===== src/hw/tim_params.svh =====
`ifndef TIM_PARAMS_SVH
`define TIM_PARAMS_SVH

// ##############################
// memory geometry
// ##############################

// number of word-interleaved banks, a power of two
`define TIM_BANKS 4

// 64-bit words held by each bank, a power of two
`define TIM_DEPTH 64

// processor byte address width
`define TIM_ADDR_W 32

`define TIM_BANK_W $clog2(`TIM_BANKS)
`define TIM_WORD_W $clog2(`TIM_DEPTH)

`endif


===== src/hw/tim_pkg.sv =====
`include "tim_params.svh"

package tim_pkg;

  typedef logic [`TIM_ADDR_W-1:0] tim_addr_t;  // byte address
  typedef logic [63:0] tim_data_t;
  typedef logic [7:0] tim_strb_t;               // one strobe per byte of a word
  typedef logic [`TIM_BANK_W-1:0] bank_sel_t;
  typedef logic [`TIM_WORD_W-1:0] word_idx_t;

  // ##############################
  // processor side
  // ##############################

  // a zero wstrb marks a read
  typedef struct packed {
    logic valid;
    tim_addr_t addr;
    tim_data_t wdata;
    tim_strb_t wstrb;
  } tim_req_t;

  typedef struct packed {
    logic ready;
    tim_data_t rdata;
  } tim_rsp_t;

  // ##############################
  // bank side
  // ##############################

  typedef struct packed {
    logic wen;
    word_idx_t waddr;
    word_idx_t raddr;
    tim_data_t wdata;
  } bank_in_t;

  typedef struct packed {
    tim_data_t rdata;
  } bank_out_t;

endpackage


===== src/hw/tim_bank_ram.sv =====
`include "tim_params.svh"

module tim_bank_ram (
  input logic clock,
  input tim_pkg::bank_in_t bank_in,
  output tim_pkg::bank_out_t bank_out
);

  import tim_pkg::*;

  // contents power up as zero
  tim_data_t mem [`TIM_DEPTH] = '{default: '0};

  always_ff @(posedge clock) begin
    if (bank_in.wen) begin
      mem[bank_in.waddr] <= bank_in.wdata;
    end
  end

  // registered read, a same-cycle write to the word is not seen here
  always_ff @(posedge clock) begin
    bank_out.rdata <= mem[bank_in.raddr];
  end

endmodule


===== config.mk =====
export PLATFORM = sky130hd
export DESIGN_NAME = tim_bank_ram
export DESIGN_NICKNAME = d
export VERILOG_FILES = /design/src/hw/tim_pkg.sv /design/src/hw/tim_bank_ram.sv
export VERILOG_INCLUDE_DIRS = /design/src /design/src/hw
export SDC_FILE = /design/constraint.sdc
export NUM_CORES = 2
export LEC_CHECK = 0
export BUFFER_PORTS_ARGS = -buffer_cell sky130_fd_sc_hd__buf_4
export CORE_ASPECT_RATIO = 0.7
export CORE_MARGIN = 4
export CORE_UTILIZATION = 30
export DETAILED_ROUTE_END_ITERATION = 16
export GPL_ROUTABILITY_DRIVEN = 1
export GPL_TIMING_DRIVEN = 0
export PLACE_DENSITY = 0.5
export SLEW_MARGIN = 10
export SYNTH_ARGS = -nofsm -noshare
export SYNTH_HDL_FRONTEND = slang
export SYNTH_SLANG_ARGS = --single-unit

===== constraint.sdc =====
create_clock -name clock -period 14.31 [get_ports clock]
set_input_delay 0.7155 -clock clock [delete_from_list [all_inputs] [get_ports clock]]
set_output_delay 0.7155 -clock clock [all_outputs]
set_load 0.1 [all_outputs]

==> impl_metrics.env <==
export IMPL_cts_hold_buffers_added=0
export IMPL_netlist_top_cells_area="edfxtp_1, mux4_2, mux2i_1"
export IMPL_grt_pass1_vias=76100
export IMPL_critPathMaxFanout=10
export IMPL_coreArea_um2=518000
export IMPL_hold_depth=1
export IMPL_ctsResizeCount=0
export IMPL_skew_ns=0.0522
export IMPL_dr_pass1_iters=5
export IMPL_critical_path_class="in -> reg"
export IMPL_required_ns=15.08
export IMPL_synth_distinct_cells=33
export IMPL_synth_top_area_share_pct=78.7
export IMPL_grt_usage_pct=17.6
export IMPL_areaGrowthSynthToFinish_pct=18.2
export IMPL_gr_total_overflow=0
export IMPL_die_x_um=871
export IMPL_worst_pin_slew_ns=1.38
export IMPL_wirelength_um=481000
export IMPL_synth_edf_count=4096
export IMPL_cts_tree="built"
export IMPL_reg2reg_slack_ns=11.17
export IMPL_powerDensity_nw_per_um2=140
export IMPL_ff2ff_path_depth=5
export IMPL_syn_nets=6676
export IMPL_tns_ns=0
export IMPL_drc=0
export IMPL_synth_top_area_cell="edfxtp_1"
export IMPL_fin_crit_sh_pct=33.5
export IMPL_ys_ff_latch=4160
export IMPL_post_route_util_pct=35.6
export IMPL_hold_path_class="in -> reg"
export IMPL_synth_common_cells="edfxtp_1, mux4_2, buf_2"
export IMPL_yosys_cell_count_top_type="edfxtp_1"
export IMPL_synth_main_ff_cell="edfxtp_1"
export IMPL_pre_cts_slack_ns=8.69
export IMPL_max_freq_mhz=209
export IMPL_num_rows=221
export IMPL_finalNonFillerCells=14700
export IMPL_timing_hold_ws_ns=0.250
export IMPL_vias=77300
export IMPL_cap_violations=0
export IMPL_rsz0062_at_grt="false"
export IMPL_r2r_start="mem[62][7]"
export IMPL_startpoint_type="input pin"
export IMPL_outcome="completed"
export IMPL_synthCells=6598
export IMPL_ctsLongestPathBuffers=4
export IMPL_synth_avg_cell_area_um2=23.7
export IMPL_fp_dieH_um=612
export IMPL_yosysWarnings=0
export IMPL_end_kind="flop"
export IMPL_clock_latency_ns=1.02
export IMPL_ir_drop_mv=0.0945
export IMPL_cp_data_arrival_time_ns=5.56
export IMPL_vias_per_cell=5.25
export IMPL_hold_viol=0
export IMPL_setup_viol=0
export IMPL_worstHoldStart="bank_in[61]"
export IMPL_dp_hpwl_um=332000
export IMPL_die_area_um2=533000
export IMPL_io_buffers=133
export IMPL_numCtsBuffers=404
export IMPL_min_to="mem[5][61]"
export IMPL_grt_pass1_wl_um=652000
export IMPL_postSynth_asyncResetShare_pct=0
export IMPL_syn_area_um2=156000
export IMPL_fin_nets=7455
export IMPL_ant_nets=0
export IMPL_r2r_end="bank_out[7]"
export IMPL_final_min_clock_period_ns=4.79
export IMPL_final_max_slew_violation_count=0
export IMPL_cts_sinks=4160
export IMPL_cts_clk_slew_worst_paths_ns=0.06
export IMPL_drive_above_1_share_pct=30.1
export IMPL_yosysSeqAreaShare_pct=79.5
export IMPL_post_place_cells=13900
export IMPL_nFillCells=47200
export IMPL_start_util_pct=30.2
export IMPL_root_buffer="clkbuf_16"
export IMPL_grt_start_max_net_pins=65
export IMPL_gp_congestion=0.800
export IMPL_cts_setup_buffers=0
export IMPL_p_leak_uw=0.0567
export IMPL_worst_slack_ns=9.52
export IMPL_drtIter0Drc=11600
export IMPL_htree_levels=5
export IMPL_antenna_found_initial=91
export IMPL_max_slew_margin_rel_pct=8.24
export IMPL_wl_per_cell_um=32.7
export IMPL_io_pins=142
==> final cells by class <==
cell class | instances | area (µm²) | area share (%)
repair buffers | 373 | 5790 | 3.13
clock inverters | 258 | 2330 | 1.26
plain buffers | 370 | 1790 | 0.966
multi-input cells | 2049 | 31000 | 16.8
clock buffers | 494 | 10700 | 5.78
diodes | 84 | 210 | 0.114
inverters | 19 | 71.3 | 0.0386
flip-flops and latches | 4160 | 124000 | 67.3
well taps | 6913 | 8650 | 4.68
==> layout by cell type (no fill, tap or decap), drive strengths merged, types with 3 or more instances in the layout <==
| cell | count |
|---|---|
| a211oi | 63 |
| a22o | 88 |
| a22oi | 168 |
| a2bb2oi | 19 |
| a31oi | 18 |
| a41oi | 26 |
| and2 | 3 |
| and3 | 64 |
| buf | 603 |
| bufinv | 36 |
| clkbuf | 634 |
| clkinv | 193 |
| clkinvlp | 7 |
| dfxtp | 64 |
| diode | 84 |
| edfxtp | 4096 |
| inv | 41 |
| mux2i | 135 |
| mux4 | 1024 |
| nand2 | 58 |
| nand2b | 11 |
| nand3 | 45 |
| nor2 | 112 |
| nor2b | 28 |
| o221ai | 38 |
| o22ai | 83 |
| or2 | 28 |
| or3 | 29 |
==> through the flow <==
stage / cell area [µm²] / total power, µW
after detailed placement: 171000 / 15400
after CTS: 184000 / 26100
after global placement: 166000 / 15400
final: 185000 / 25900
after floorplan: 156000 / 14600
after global routing: 185000 / 26700
==> logic make-up (layout without fill, tap and decap cells) <==
group	count (synthesis)	count (layout)	synth area share, %
other	0	84	0
muxes	1159	1159	15.6
DFF	4160	4160	79.5
buffers and inverters	389	1514	1.18
AOI/OAI and AO/OA	504	504	2.48
and+or+nand+nor	386	386	1.24
==> how the worst max path moves through the flow <==
stage	start	end	slack, ns
after global routing	bank_in[66]	bank_out[7]	9.81
final	bank_in[66]	bank_out[7]	9.52
after detailed placement	bank_in[66]	bank_out[6]	8.69
after floorplan	bank_in[73]	mem[48][0]	8.16
after global placement	bank_in[73]	mem[48][19]	1.38
after CTS	bank_in[66]	bank_out[6]	9.76
==> sequential cells by signal, indices dropped and copies added (netlist names) <==
signal and flops:
mem 4096, bank_out 64
==> critical path, stage by stage <==
cell and delay [ns]:
buf_2 0.21, buf_4 0.38, buf_2 0.59, buf_2 0.72
buf_4 0.41, mux2i_1 0.17, o22ai_1 1.01, a31oi_1 0.28
a211oi_1 0.92
==> power breakdown <==
part | internal, µW | switching, µW | total (µW)
clock | 5970 | 4710 | 10700
sequential | 13500 | 24.7 | 13500
combinational | 466 | 1190 | 1660
total | 19900 | 5930 | 25900
==> routing by layer <==
layer	global-route usage [%]	up-vias	wire length [µm]
li1	-	30300	-
met1	26.7	42400	211000
met4	3.64	24	9920
met5	0	-	148
met2	25.0	3979	203000
met3	5.26	583	56200
Power figures use the tool's default switching activity.
